### src/banked_mem_pkg.sv
package banked_mem_pkg;

   // data path
   localparam int data_w = 32;

   // bank geometry
   localparam int bank_cnt  = 16;
   localparam int bank_bits = 4;     // log2(bank_cnt)
   localparam int row_cnt   = 1024;  // words per bank
   localparam int row_bits  = 10;    // log2(row_cnt)
   localparam int addr_bits = row_bits + bank_bits;  // 14-bit word address

   // posted-write buffer
   localparam int wbuf_depth    = 4;
   localparam int wbuf_ptr_bits = 2;  // log2(wbuf_depth)

   // one address word, seen either flat or as bank/row
   // bank sits in the low bits so consecutive words interleave over the banks
   typedef union packed {
      logic [addr_bits-1:0] word_addr;  // flat word address
      struct packed {
         logic [row_bits-1:0]  row;   // word inside the bank
         logic [bank_bits-1:0] bank;  // bank select
      } split;
   } mem_addr_u;

endpackage

### src/mem_req_decode.sv
`timescale 1ns/1ps

module mem_req_decode (
   input  logic                                clk,
   input  logic                                reset,
   input  logic                                req,        // request strobe
   input  logic                                we,         // 1 = write, 0 = read
   input  logic [banked_mem_pkg::addr_bits-1:0] addr,
   input  logic [banked_mem_pkg::data_w-1:0]    wdata,
   output logic                                rd_strobe,
   output logic                                wr_strobe,
   output logic [banked_mem_pkg::bank_bits-1:0] req_bank,
   output logic [banked_mem_pkg::row_bits-1:0]  req_row,
   output logic [banked_mem_pkg::data_w-1:0]    req_wdata
);

   banked_mem_pkg::mem_addr_u in_addr;  // incoming address, split view

   assign in_addr.word_addr = addr;

   // request strobes
   always_ff @(posedge clk) begin
      if (reset) begin
         rd_strobe <= 1'b0;
         wr_strobe <= 1'b0;
      end else begin
         rd_strobe <= req & ~we;
         wr_strobe <= req & we;
      end
   end

   // bank, row and data of the request
   always_ff @(posedge clk) begin
      if (req) begin
         req_bank  <= in_addr.split.bank;  // low bits pick the bank
         req_row   <= in_addr.split.row;
         req_wdata <= wdata;
      end
   end

endmodule

### config.mk
export PLATFORM = sky130hd
export DESIGN_NAME = mem_req_decode
export DESIGN_NICKNAME = d
export VERILOG_FILES = /design/src/banked_mem_pkg.sv /design/src/mem_req_decode.sv
export SDC_FILE = /design/constraint.sdc
export NUM_CORES = 1
export LEC_CHECK = 0
export BUFFER_PORTS_ARGS = -buffer_cell sky130_fd_sc_hd__buf_2
export CORE_ASPECT_RATIO = 2
export CORE_UTILIZATION = 40
export DETAILED_ROUTE_END_ITERATION = 10
export GPL_ROUTABILITY_DRIVEN = 0
export PLACE_DENSITY = 0.79
export SYNTH_ARGS = -nofsm -noshare
export SYNTH_HDL_FRONTEND = slang
export SYNTH_SLANG_ARGS = --single-unit
### constraint.sdc
create_clock -name clk -period 1.1 [get_ports clk]
set_clock_uncertainty 0.15 [all_clocks]
set_input_delay 0.165 -clock clk [delete_from_list [all_inputs] [get_ports clk]]
set_output_delay 0.165 -clock clk [all_outputs]
set_load 0.03 [all_outputs]
==> results of run 1 <==
==> flip-flops by register name (all words and copies together), names as in the netlist <==
name,cells
rd_strobe,1
req_row,10
req_bank,4
wr_strobe,1
req_wdata,32
==> stage by stage <==
step                      utilization  cells  power (mW)  instance area (sq um)
after floorplan                     -     50       2.530                   1443
after global placement         0.5901    197       2.762                   2016
after detailed placement       0.5901    197       2.780                   2016
after CTS                      0.8381    252       4.021                   2863
after global routing           0.8414    252       4.177                   2874
final                          0.8414    252       4.026                   2874
==> timing repair <==
action,4_1_cts,5_1_grt
endpoints found under the setup margin,47,48
endpoints found under the hold margin,48,0
pin swaps,0,0
hold buffers,48,0
resized for setup,93,5
gates cloned,0,0
==> cells in the mapped netlist <==
cell type | count | area share
dfxtp_1 | 2 | 0.028
and3b_1 | 1 | 0.0061
nor3b_2 | 1 | 0.0087
edfxtp_1 | 46 | 0.96
==> path summary, 6_finish.rpt <==
path | start | end | slack [ps] | cells after the start
setup / recovery | req_wdata[30] | req_wdata[30] | -80 | 1
hold / removal | req | req_wdata[6] | 200 | 2
==> placed cells by master (no fill, tap or decap), drive strengths merged <==
cell / n
dlygate4sd3: 48
and3b: 1
dfxtp: 2
nor3b: 1
edfxtp: 46
buf: 99
clkbuf: 7
==> layer usage <==
layer | up-vias | track usage | part of all wire
met5 | - | 0 | 0
met4 | 0 | 0.1240 | 0.034
met3 | 10 | 0.06224 | 0.058
met2 | 64 | 0.3917 | 0.58
met1 | 533 | 0.2097 | 0.33
li1 | 504 | - | -
==> power by group through the flow <==
stage	clock (mW)	combinational, mW	sequential (mW)
finish	0.941	0.854	2.23
global route	1.05	0.889	2.24
CTS	0.960	0.838	2.22
detailed placement	0	0.551	2.23
global placement	0	0.542	2.22
floorplan	0	0.00307	2.53
==> final cells by class <==
class | instances | area (sq um)
Sequential cell | 48 | 1423
Timing Repair Buffer | 147 | 1294
Fill cell | 165 | 541.8
Clock buffer | 7 | 76.32
Tap cell | 48 | 60.06
Multi-Input combinational cell | 2 | 21.27
==> kinds of logic (layout without fill, tap and decap cells) <==
| logic type | Yosys count | in the layout | share of synthesized area |
|---|---|---|---|
| buf+inv | 0 | 154 | 0 |
| flops | 48 | 48 | 0.9853 |
| simple gates | 2 | 2 | 0.01474 |
==> impl_metrics.tcl, run 1 <==
set metrics [dict create \
    antenna_found_initial 0 \
    swShare 0.2477 \
    drc 0 \
    netlist-cell-type-count 4 \
    p_per_area_mw_per_mm2 1401 \
    vdd_ir_drop_max_uv 1251 \
    drt-initial-drc-count 11 \
    routed_via_density 4.409 \
    io_buffers 97 \
    cp.arrival_ps 870 \
    num_rows 30 \
    crit_buf_inv 1 \
    clkPwrFrac 0.234 \
    clk_pin_slew_ps 80 \
    grt_pass1_vias 1190 \
    drv_slew 0 \
    yosysWarnings 0 \
    whs_ps 202.9 \
    min_period_ps 1182 \
    die_width_um 44.47 \
    fin_crit_sh 1.075 \
    synthToLayoutAreaGrowth_pct 99.22 \
    syn_inst 50 \
    finalSetupTns_ps -2052 \
    status "finished with violations" \
    clock.fmax_mhz 845.7 \
    cts-root-buf "clkbuf_8" \
    layout_setup_ws_ps -82.43 \
    grtUsageTotal 0.2184 \
    avgSynthCellArea_sq_um 28.85 \
    dr.pass1.iters 4 \
    critPathRequiredTime_ps 780 \
    cts_buffers 5 \
    synth_area_sq_mm 0.001443 \
    drive_gt1_frac 0.5196 \
    crit_family "flip-flops" \
    worstPathMaxFanout 1 \
    cts_tree "done" \
    grt_pass1_wl_um 5713 \
    tightest_slew_ps 186.1 \
    cts_sinks 48 \
    slew_headroom 0.8759 \
    maxCapViolCount 0 \
    grt_overflow 0 \
    n_antenna_cell 0 \
    p_leak_nw 1.214 \
    hp-class "input port to flip-flop" \
    setup-violations-final 46 \
    internal_power_mw 3.028 \
    h-tree-depth 2 \
    post-place-ws_ps 138.5 \
    max-clock-path-buffers 2 \
    start_kind "flip-flop" \
    finalNetCount 254 \
    switching_power_mw 0.9972 \
    start_util 0.4223 \
    core_area_sq_mm 0.003416 \
    die-area_sq_mm 0.003865 \
    die_h_um 86.93 \
    violations "setup timing" \
    ios 98 \
    syn_nets 100 \
    power_frac_comb 0.212 \
    hold_viol_final 0 \
    wl_um 3927 \
    grt_max_degree 36 \
    post_cts_buffers 0 \
    seq_area_frac_synth 0.9853 \
    crit_path_end_kind "primary output" \
    crit_slowest_cell "edfxtp_1" \
    share_seq_of_total_power 0.554 \
    crit_chain "buf_6" \
    crit_path_max_incr_delay_ps 420 \
    critPathKind "flip-flop to primary output" \
    rsz0062_at_grt "yes" \
    ant_nets 0 \
    synth_seq_cells 48 \
    vias 1111 \
    wl_per_cell_um 15.58 \
]
Power figures use the tool's default switching activity.
==> run 2: changes to the inputs <==
- clock period: 1.1 -> 1.15 ns (I/O delays scaled with it)
==> run 2 against run 1 <==
Effect of this change:
- the flow still finishes with violations (setup timing)
- critical path type unchanged
- hold slack gained 13 ps
- highest routed layer unchanged
- die area is the same
- sequential cell count is the same
- via count shrank 0.18%
==> impl_metrics.tcl, run 2 (same netlist as run 1, synthesis figures left out) <==
set metrics [dict create \
    die-area_sq_mm 0.003865 \
    cts-root-buf "clkbuf_8" \
    drt-initial-drc-count 23 \
    rsz0062_at_grt "yes" \
    crit_buf_inv 1 \
    grtUsageTotal 0.2165 \
    cts_buffers 5 \
    start_util 0.4223 \
    drv_slew 0 \
    setup-violations-final 22 \
    die_width_um 44.47 \
    clock.fmax_mhz 819.2 \
    ios 98 \
    die_h_um 86.93 \
    grt_max_degree 36 \
    core_area_sq_mm 0.003416 \
    maxCapViolCount 0 \
    crit_family "flip-flops" \
    num_rows 30 \
    finalNetCount 254 \
    dr.pass1.iters 4 \
    min_period_ps 1221 \
    start_kind "flip-flop" \
    layout_setup_ws_ps -70.64 \
    largest_reg_flops 32 \
    antenna_found_initial 0 \
    synthToLayoutAreaGrowth_pct 98.18 \
    p_per_area_mw_per_mm2 1348 \
    cts_sinks 48 \
    crit_path_end_kind "primary output" \
    vdd_ir_drop_max_uv 1080 \
    drc 0 \
    wl_per_cell_um 16.85 \
    max_flop_register "req_wdata" \
    reg_top3 "req_wdata: 32 flops, req_row: 10 flops, req_bank: 4 flops" \
    grt_pass1_vias 1157 \
    crit_slowest_cell "edfxtp_1" \
    crit_chain "buf_6" \
    cts_tree "done" \
    tightest_slew_ps 187.6 \
    cp.arrival_ps 900 \
    crit_path_max_incr_delay_ps 440 \
    status "finished with violations" \
    stdcell_area_sq_mm 0.002859 \
    slew_headroom 0.8749 \
    ant_nets 0 \
    routed_via_density 4.401 \
    fin_crit_sh 1.061 \
    worstPathMaxFanout 1 \
    violations "setup timing" \
    layout_commonest_cell "buf_2" \
    hp-class "input port to flip-flop" \
    h-tree-depth 2 \
    n_antenna_cell 0 \
    grt_overflow 0 \
    hold_viol_final 0 \
    finalSetupTns_ps -388.3 \
    vias 1109 \
    grt_pass1_wl_um 5554 \
    wl_um 4246 \
    clk_pin_slew_ps 70 \
    place_area_sq_mm 0.002016 \
    final_cell_mix "buf_2, dlygate4sd3_1, edfxtp_1" \
    p_leak_nw 1.210 \
    critPathRequiredTime_ps 830 \
    critPathKind "flip-flop to primary output" \
    max-clock-path-buffers 2 \
    io_buffers 97 \
    drive_gt1_frac 0.5147 \
]
run 2: timing repair:
item | 4_1_cts | 5_1_grt
setup endpoints to repair | 37 | 47
buffers inserted | 0 | 0
resized for setup | 74 | 27
pin swaps | 0 | 0
hold buffers | 48 | 0
endpoints found under the hold margin | 48 | 0
run 2: area by class of cell:
class / count / area [sq um]
Multi-Input combinational cell: 2 / 21.27
Tap cell: 48 / 60.06
Timing Repair Buffer: 147 / 1280
Clock buffer: 7 / 76.32
Fill cell: 164 / 556.8
Sequential cell: 48 / 1421
run 2: final timing paths:
check	to	start	slack [ps]	depth (start not counted)
setup / recovery	req_wdata[27]	req_wdata[27]	-70	1
hold / removal	req_wdata[6]	req	220	2
run 2: metal layers:
metal	vias up	global-route usage	wire length, um
li1	504	-	-
met1	525	0.1930	1288
met2	67	0.3971	2529
met3	13	0.05187	233
met4	0	0.1460	195
met5	-	0	0
run 2: report_power, final:
part           leakage [nW]  switching, mW  internal, mW
sequential            0.467         0.0670          2.07
clock                0.0383          0.479         0.419
combinational         0.705          0.414         0.407
run 2: through the flow:
| stage | power (mW) | utilization | setup WS (ps) | cells | hold slack, ps |
|---|---|---|---|---|---|
| floorplan | 2.420 | - | 331.9 | 50 | 91.25 |
| global placement | 2.642 | 0.5901 | 191.0 | 197 | 199.8 |
| detailed placement | 2.659 | 0.5901 | 181.0 | 197 | 200.6 |
| CTS | 3.810 | 0.8209 | -34.90 | 252 | 208.5 |
| global route | 3.989 | 0.8370 | -73.84 | 252 | 206.5 |
| finish | 3.853 | 0.8370 | -70.64 | 252 | 215.9 |
