**config.mk**
```make
export PLATFORM = sky130hd
export DESIGN_NAME = write_buffer
export DESIGN_NICKNAME = d
export VERILOG_FILES = /design/src/banked_mem_pkg.sv /design/src/write_buffer.sv
export SDC_FILE = /design/constraint.sdc
export NUM_CORES = 1
export LEC_CHECK = 0
export ABC_AREA = 1
export BUFFER_PORTS_ARGS = -buffer_cell sky130_fd_sc_hd__buf_4
export CORE_MARGIN = 2
export CORE_UTILIZATION = 40
export CTS_CLUSTER_SIZE = 8
export DETAILED_ROUTE_END_ITERATION = 12
export RECOVER_POWER = 50
export SLEW_MARGIN = 20
export SYNTH_ARGS = -nofsm -noshare
export SYNTH_HDL_FRONTEND = slang
export SYNTH_SLANG_ARGS = --single-unit
```
**constraint.sdc**
```tcl
create_clock -name clk -period 9.2 [get_ports clk]
set_clock_uncertainty 0.2 [all_clocks]
set_input_delay 1.38 -clock clk [delete_from_list [all_inputs] [get_ports clk]]
set_output_delay 1.38 -clock clk [all_outputs]
set_load 0.1 [all_outputs]
```
**src/banked_mem_pkg.sv**
```systemverilog
package banked_mem_pkg;

   // data path
   localparam int data_w = 32;

   // bank geometry
   localparam int bank_cnt  = 16;
   localparam int bank_bits = 4;     // log2(bank_cnt)
   localparam int row_cnt   = 1024;  // words per bank
   localparam int row_bits  = 10;    // log2(row_cnt)
   localparam int addr_bits = row_bits + bank_bits;  // 14-bit word address

   // posted-write buffer
   localparam int wbuf_depth    = 4;
   localparam int wbuf_ptr_bits = 2;  // log2(wbuf_depth)

   // one address word, seen either flat or as bank/row
   // bank sits in the low bits so consecutive words interleave over the banks
   typedef union packed {
      logic [addr_bits-1:0] word_addr;  // flat word address
      struct packed {
         logic [row_bits-1:0]  row;   // word inside the bank
         logic [bank_bits-1:0] bank;  // bank select
      } split;
   } mem_addr_u;

endpackage

```
**src/write_buffer.sv**
```systemverilog
`timescale 1ns/1ps

module write_buffer (
   input  logic                                clk,
   input  logic                                reset,
   input  logic                                rd_strobe,
   input  logic                                wr_strobe,
   input  logic [banked_mem_pkg::bank_bits-1:0] req_bank,
   input  logic [banked_mem_pkg::row_bits-1:0]  req_row,
   input  logic [banked_mem_pkg::data_w-1:0]    req_wdata,
   output logic                                bank_we,       // drain head into its bank
   output logic [banked_mem_pkg::bank_bits-1:0] bank_wr_bank,
   output logic [banked_mem_pkg::row_bits-1:0]  bank_wr_row,
   output logic [banked_mem_pkg::data_w-1:0]    bank_wr_data,
   output logic                                fwd_hit,       // aligned with bank read data
   output logic [banked_mem_pkg::data_w-1:0]    fwd_data,
   output logic                                busy
);

   localparam int ptr_w = banked_mem_pkg::wbuf_ptr_bits;
   localparam int cnt_w = banked_mem_pkg::wbuf_ptr_bits + 1;

   // entry storage
   banked_mem_pkg::mem_addr_u             ent_addr [banked_mem_pkg::wbuf_depth];
   logic [banked_mem_pkg::data_w-1:0]     ent_data [banked_mem_pkg::wbuf_depth];

   logic [ptr_w-1:0] wr_ptr;
   logic [ptr_w-1:0] rd_ptr;
   logic [cnt_w-1:0] count;   // 0 .. wbuf_depth
   logic             empty;
   logic             full;
   logic             push;
   logic             pop;
   logic             head_conflict;

   banked_mem_pkg::mem_addr_u          push_addr;  // write address, built from bank/row
   banked_mem_pkg::mem_addr_u          rd_addr;    // read address for the search
   logic                               hit;
   logic [banked_mem_pkg::data_w-1:0]  hit_data;
   logic [ptr_w-1:0]                   off;
   logic [ptr_w-1:0]                   idx;

   assign empty = (count == '0);
   assign full  = (count == cnt_w'(banked_mem_pkg::wbuf_depth));
   assign busy  = full;

   assign push_addr.split.bank = req_bank;
   assign push_addr.split.row  = req_row;
   assign rd_addr.split.bank   = req_bank;
   assign rd_addr.split.row    = req_row;

   // head of the FIFO goes to the banks
   assign bank_wr_bank = ent_addr[rd_ptr].split.bank;
   assign bank_wr_row  = ent_addr[rd_ptr].split.row;
   assign bank_wr_data = ent_data[rd_ptr];

   // a read always wins its bank
   assign head_conflict = rd_strobe && (req_bank == ent_addr[rd_ptr].split.bank);
   assign bank_we       = !empty && !head_conflict;
   assign pop           = bank_we;
   assign push          = wr_strobe && (!full || pop);  // full write is off contract

   always_ff @(posedge clk) begin
      if (reset) begin
         wr_ptr <= '0;
         rd_ptr <= '0;
         count  <= '0;
      end else begin
         if (push) begin
            wr_ptr <= wr_ptr + 1'b1;
         end
         if (pop) begin
            rd_ptr <= rd_ptr + 1'b1;
         end
         case ({push, pop})
            2'b10:   count <= count + 1'b1;
            2'b01:   count <= count - 1'b1;
            default: count <= count;
         endcase
      end
   end

   always_ff @(posedge clk) begin
      if (push) begin
         ent_addr[wr_ptr] <= push_addr;
         ent_data[wr_ptr] <= req_wdata;
      end
   end

   // Forwarding search. Walk from the head towards the tail, so a later
   // match overrides an earlier one and the newest buffered write wins.
   // The head that drains this cycle is still part of the walk.
   always_comb begin
      hit      = 1'b0;
      hit_data = ent_data[rd_ptr];
      off      = '0;
      idx      = rd_ptr;
      for (int k = 0; k < banked_mem_pkg::wbuf_depth; k++) begin
         off = k[ptr_w-1:0];
         idx = rd_ptr + off;
         if (({1'b0, off} < count) && (ent_addr[idx].word_addr == rd_addr.word_addr)) begin
            hit      = 1'b1;
            hit_data = ent_data[idx];
         end
      end
   end

   always_ff @(posedge clk) begin
      if (reset) begin
         fwd_hit <= 1'b0;
      end else begin
         fwd_hit <= rd_strobe && hit;
      end
   end

   always_ff @(posedge clk) begin
      if (rd_strobe) begin
         fwd_data <= hit_data;  // only used when fwd_hit
      end
   end

endmodule

```
==> flow_summary_export.csv <==
group,metric,value,unit
sta,fmax,164,MHz
clocking,clkTransAtPathRegs,0.05,ns
clocking,cts_setup_buffers,0,
synth,synth-edff-count,216,
run_status,status,"finished with violations",
sta,slew_violations,82,
worst_setup_path,worstReg2RegEnd,"ent_data[2][14]$_DFFE_PP_",
synth,yosysMostFrequentCell,"nand2_1",
worst_setup_path,critical_path_class,"register to primary output",
clocking,cts_made_buffers,34,
global_route,grt_use_total,24.4,%
clocking,clock_sinks,226,
pwr,sw_frac_of_total,54.9,%
run_status,violations,"max-capacitance violations, max-slew violations",
place,gp_congestion,0.897,
synth,ys_ff_latch,226,
pwr,ir_worst_vdd,0.248,mV
sta,period_share,66.2,%
global_route,grt_pass1_vias,12400,
global_route,antenna_found_initial,3,
clocking,cts_tree,"built",
route,route.detailed.drc,0,
global_route,grt_overflow,0,
place,dp_hpwl,27100,µm
pwr,power.switching,3330,µW
route,drtIter0Drc,1281,
worst_setup_path,startpoint_type,"register",
sta,hold_violations,0,
floorplanning,initial_core_util,40.3,%
clocking,cts.repair.resized,0,
sta,finalSetupViolCount,0,
worst_setup_path,required,7.62,ns
route,via_per_inst,5.57,
worst_hold_path,hold_depth,2,
route,routed_wl,44500,µm
floorplanning,fp.dieW,190,µm
clocking,htree_levels,2,
worst_setup_path,critPathMaxFanout,46,
route,wl_per_cell,19.0,µm
pwr,power_frac_comb,57.8,%
final_layout,fill_cells,3432,
synth,synth_warnings,0,
floorplanning,dieArea,36200,µm²
final_layout,regArea,6690,µm²
final_layout,stdcell_area,15800,µm²
synth,yosysTopAreaCellShare,46.8,%
final_layout,area_growth,13.8,%
pwr,p_seq_share,24.0,%
floorplanning,rows,68,
floorplanning,core-area,34400,µm²
floorplanning,ios,131,
job,maxCapViolations,2,
route,dr.pass1.iters,6,
synth,synthTopCellsByArea,"edfxtp_1 47%, nand2_1 17%, o21ai_0 8.4%",
clocking,cts_root_buffer,"clkbuf_16",
final_layout,multiInputGateArea,6230,µm²
place,port-buffer-count,130,
route,via_count,13100,
clocking,cts_hold_buf,0,
sta,worst_slew_pin_slew,2.99,ns
pwr,internal_power,2740,µW
clocking,clk_latency,0.51,ns
synth,synth_fp_nets,1859,
synth,syn_inst,1801,
sta,slew_headroom,-99.5,%
pwr,leakage,0.00659,µW
worst_hold_path,hold_path.class,"register to register",
pwr,clockPowerShare,18.2,%
worst_setup_path,arrival,4.51,ns
synth,synth_area_per_cell,7.70,µm²
synth,seq_area_frac_synth,48.2,%
pwr,power.density,385,nW/µm²
sta,period_minus_slack,6.09,ns
final_layout,final_net_count,1937,
place,dpl_cell_area,15100,µm²
synth,dominantRegCellSynth,"edfxtp_1",
worst_setup_path,r2r_setup_slack,3.53,ns
synth,synthArstFlopShare,0,%
clocking,cts_buffer_depth,3,
global_route,grt_max_degree,92,
route,antenna_left,0,
worst_setup_path,worst_setup_path_end_kind,"primary output",
synth,syn_area,13900,µm²
sta,fin_tns_setup,0,ns
worst_hold_path,holdPathEnd,"wr_ptr[1]$_SDFFE_PP0P_",
global_route,grt_pass1_wl,68100,µm
sta,rsz0062_at_grt,"no",
synth,yosysTopAreaCell,"edfxtp_1",
worst_hold_path,min-delay-start,"wr_ptr[1]$_SDFFE_PP0P_",
floorplanning,die_h,190,µm
worst_setup_path,ff2ff_path_depth,12,
synth,synthTopCellsByCount,"616 x nand2_1, 232 x o21ai_0, 216 x edfxtp_1",
final_layout,layout-drive-gt1-share,7.04,%
synth,synth_cell_type_count,32,
## per-stage QoR
| stage | power, µW | utilization, % | worst slack, ns | hold slack [ns] | instances |
|---|---|---|---|---|---|
| floorplan | 4190 | - | 4.48 | 0.268 | 1801 |
| global route | 6420 | 45.9 | 2.88 | 0.346 | 2346 |
| detailed placement | 5000 | 44.0 | 4.31 | 0.297 | 2297 |
| global placement | 4960 | 44.0 | 4.46 | 0.291 | 2297 |
| finish | 6070 | 45.9 | 3.11 | 0.304 | 2346 |
| CTS | 6110 | 46.7 | 4.02 | 0.304 | 2343 |
## worst max-delay path, cell delays in order (launching register included)
cell	delay [ns]
dfxtp_1	0.32
clkbuf_1	2.12
nand3_1	0.28
nand3_1	0.18
nand2_1	0.08
nor2_1	0.16
nand3_1	0.16
nand2_1	0.30
inv_1	0.14
buf_4	0.25
## cell families (layout without fill, tap and decap cells)
group	after synthesis	after routing	synth area share (%)
and+or+nand+nor	950	950	27.9
AOI/OAI and AO/OA	331	331	13.2
buffers and inverters	246	334	7.12
DFF	226	226	48.2
muxes	32	32	2.31
adders and majority gates	8	8	0.722
xor gates and xnor gates	8	8	0.506
other	0	2	0
## power by group through the flow
stage               clock, µW  combinational, µW  sequential, µW
finish                   1100               3510            1450
CTS                      1120               3530            1450
global placement            0               3490            1470
detailed placement          0               3530            1470
global route             1170               3780            1470
floorplan                   0               2440            1750
## layer usage
layer / part of all wire [%] / global-route usage [%] / vias up
met3: 8.0 / 3.62 / 120
met4: 4.2 / 10.8 / 2
met2: 46 / 39.1 / 651
met1: 42 / 32.8 / 6050
li1: - / - / 6234
met5: 0.031 / 0 / -
## flip-flops by register name (all words and copies together) (netlist names), named ones only
signal,flops
fwd_data,32
wr_ptr,2
ent_data,128
ent_addr,56
rd_ptr,2
fwd_hit,1
count,3
## cell type report
class	count	area share, %
clock inverters	5	0.270
clock buffers	41	5.56
flip-flops and latches	226	42.4
diodes	2	0.0317
repair buffers	153	5.43
multi-input cells	1329	39.5
inverters	135	3.21
well taps	455	3.61
## how the worst max path moves through the flow
| stage | from | to | depth (start not counted) |
|---|---|---|---|
| 5_1_grt | register | bank_we | 10 |
| 4_1_cts | register | bank_we | 12 |
| 6_report | register | bank_we | 9 |
| 3_3_place_gp | rd_ptr[0]$_SDFFE_PP0N_ | fwd_data[30]$_DFFE_PP_ | 16 |
| 2_1_floorplan | req_bank[3] | ent_addr[0][0]$_DFFE_PP_ | 9 |
| 3_5_place_dp | rd_ptr[0]$_SDFFE_PP0N_ | fwd_data[8]$_DFFE_PP_ | 18 |
## layout by cell type (no fill, tap or decap), types with 2 or more instances in the layout
| cell | netlist | layout |
|---|---|---|
| inv_1 | 131 | 130 |
| nand2_2 | 4 | 5 |
| clkbuf_1 | 61 | 90 |
| clkinv_1 | 1 | 2 |
| inv_2 | 3 | 4 |
| edfxtp_1 | 216 | 216 |
| xnor2_1 | 2 | 2 |
| nor2_2 | 6 | 6 |
| xor2_1 | 6 | 6 |
| mux2i_1 | 32 | 32 |
| a21oi_1 | 25 | 25 |
| buf_4 | 2 | 69 |
| o22ai_1 | 34 | 34 |
| nor2_4 | 1 | 6 |
| dfxtp_1 | 10 | 8 |
| nand2_1 | 616 | 615 |
| o21ai_1 | 6 | 6 |
| nor2_1 | 122 | 117 |
| clkbuf_16 | 0 | 34 |
| inv_6 | 0 | 2 |
| a221oi_1 | 32 | 32 |
| ha_1 | 8 | 8 |
| o21ai_0 | 232 | 232 |
| diode_2 | 0 | 2 |
| nand3_1 | 196 | 196 |
Note: power is estimated with default switching activity, not from simulation.
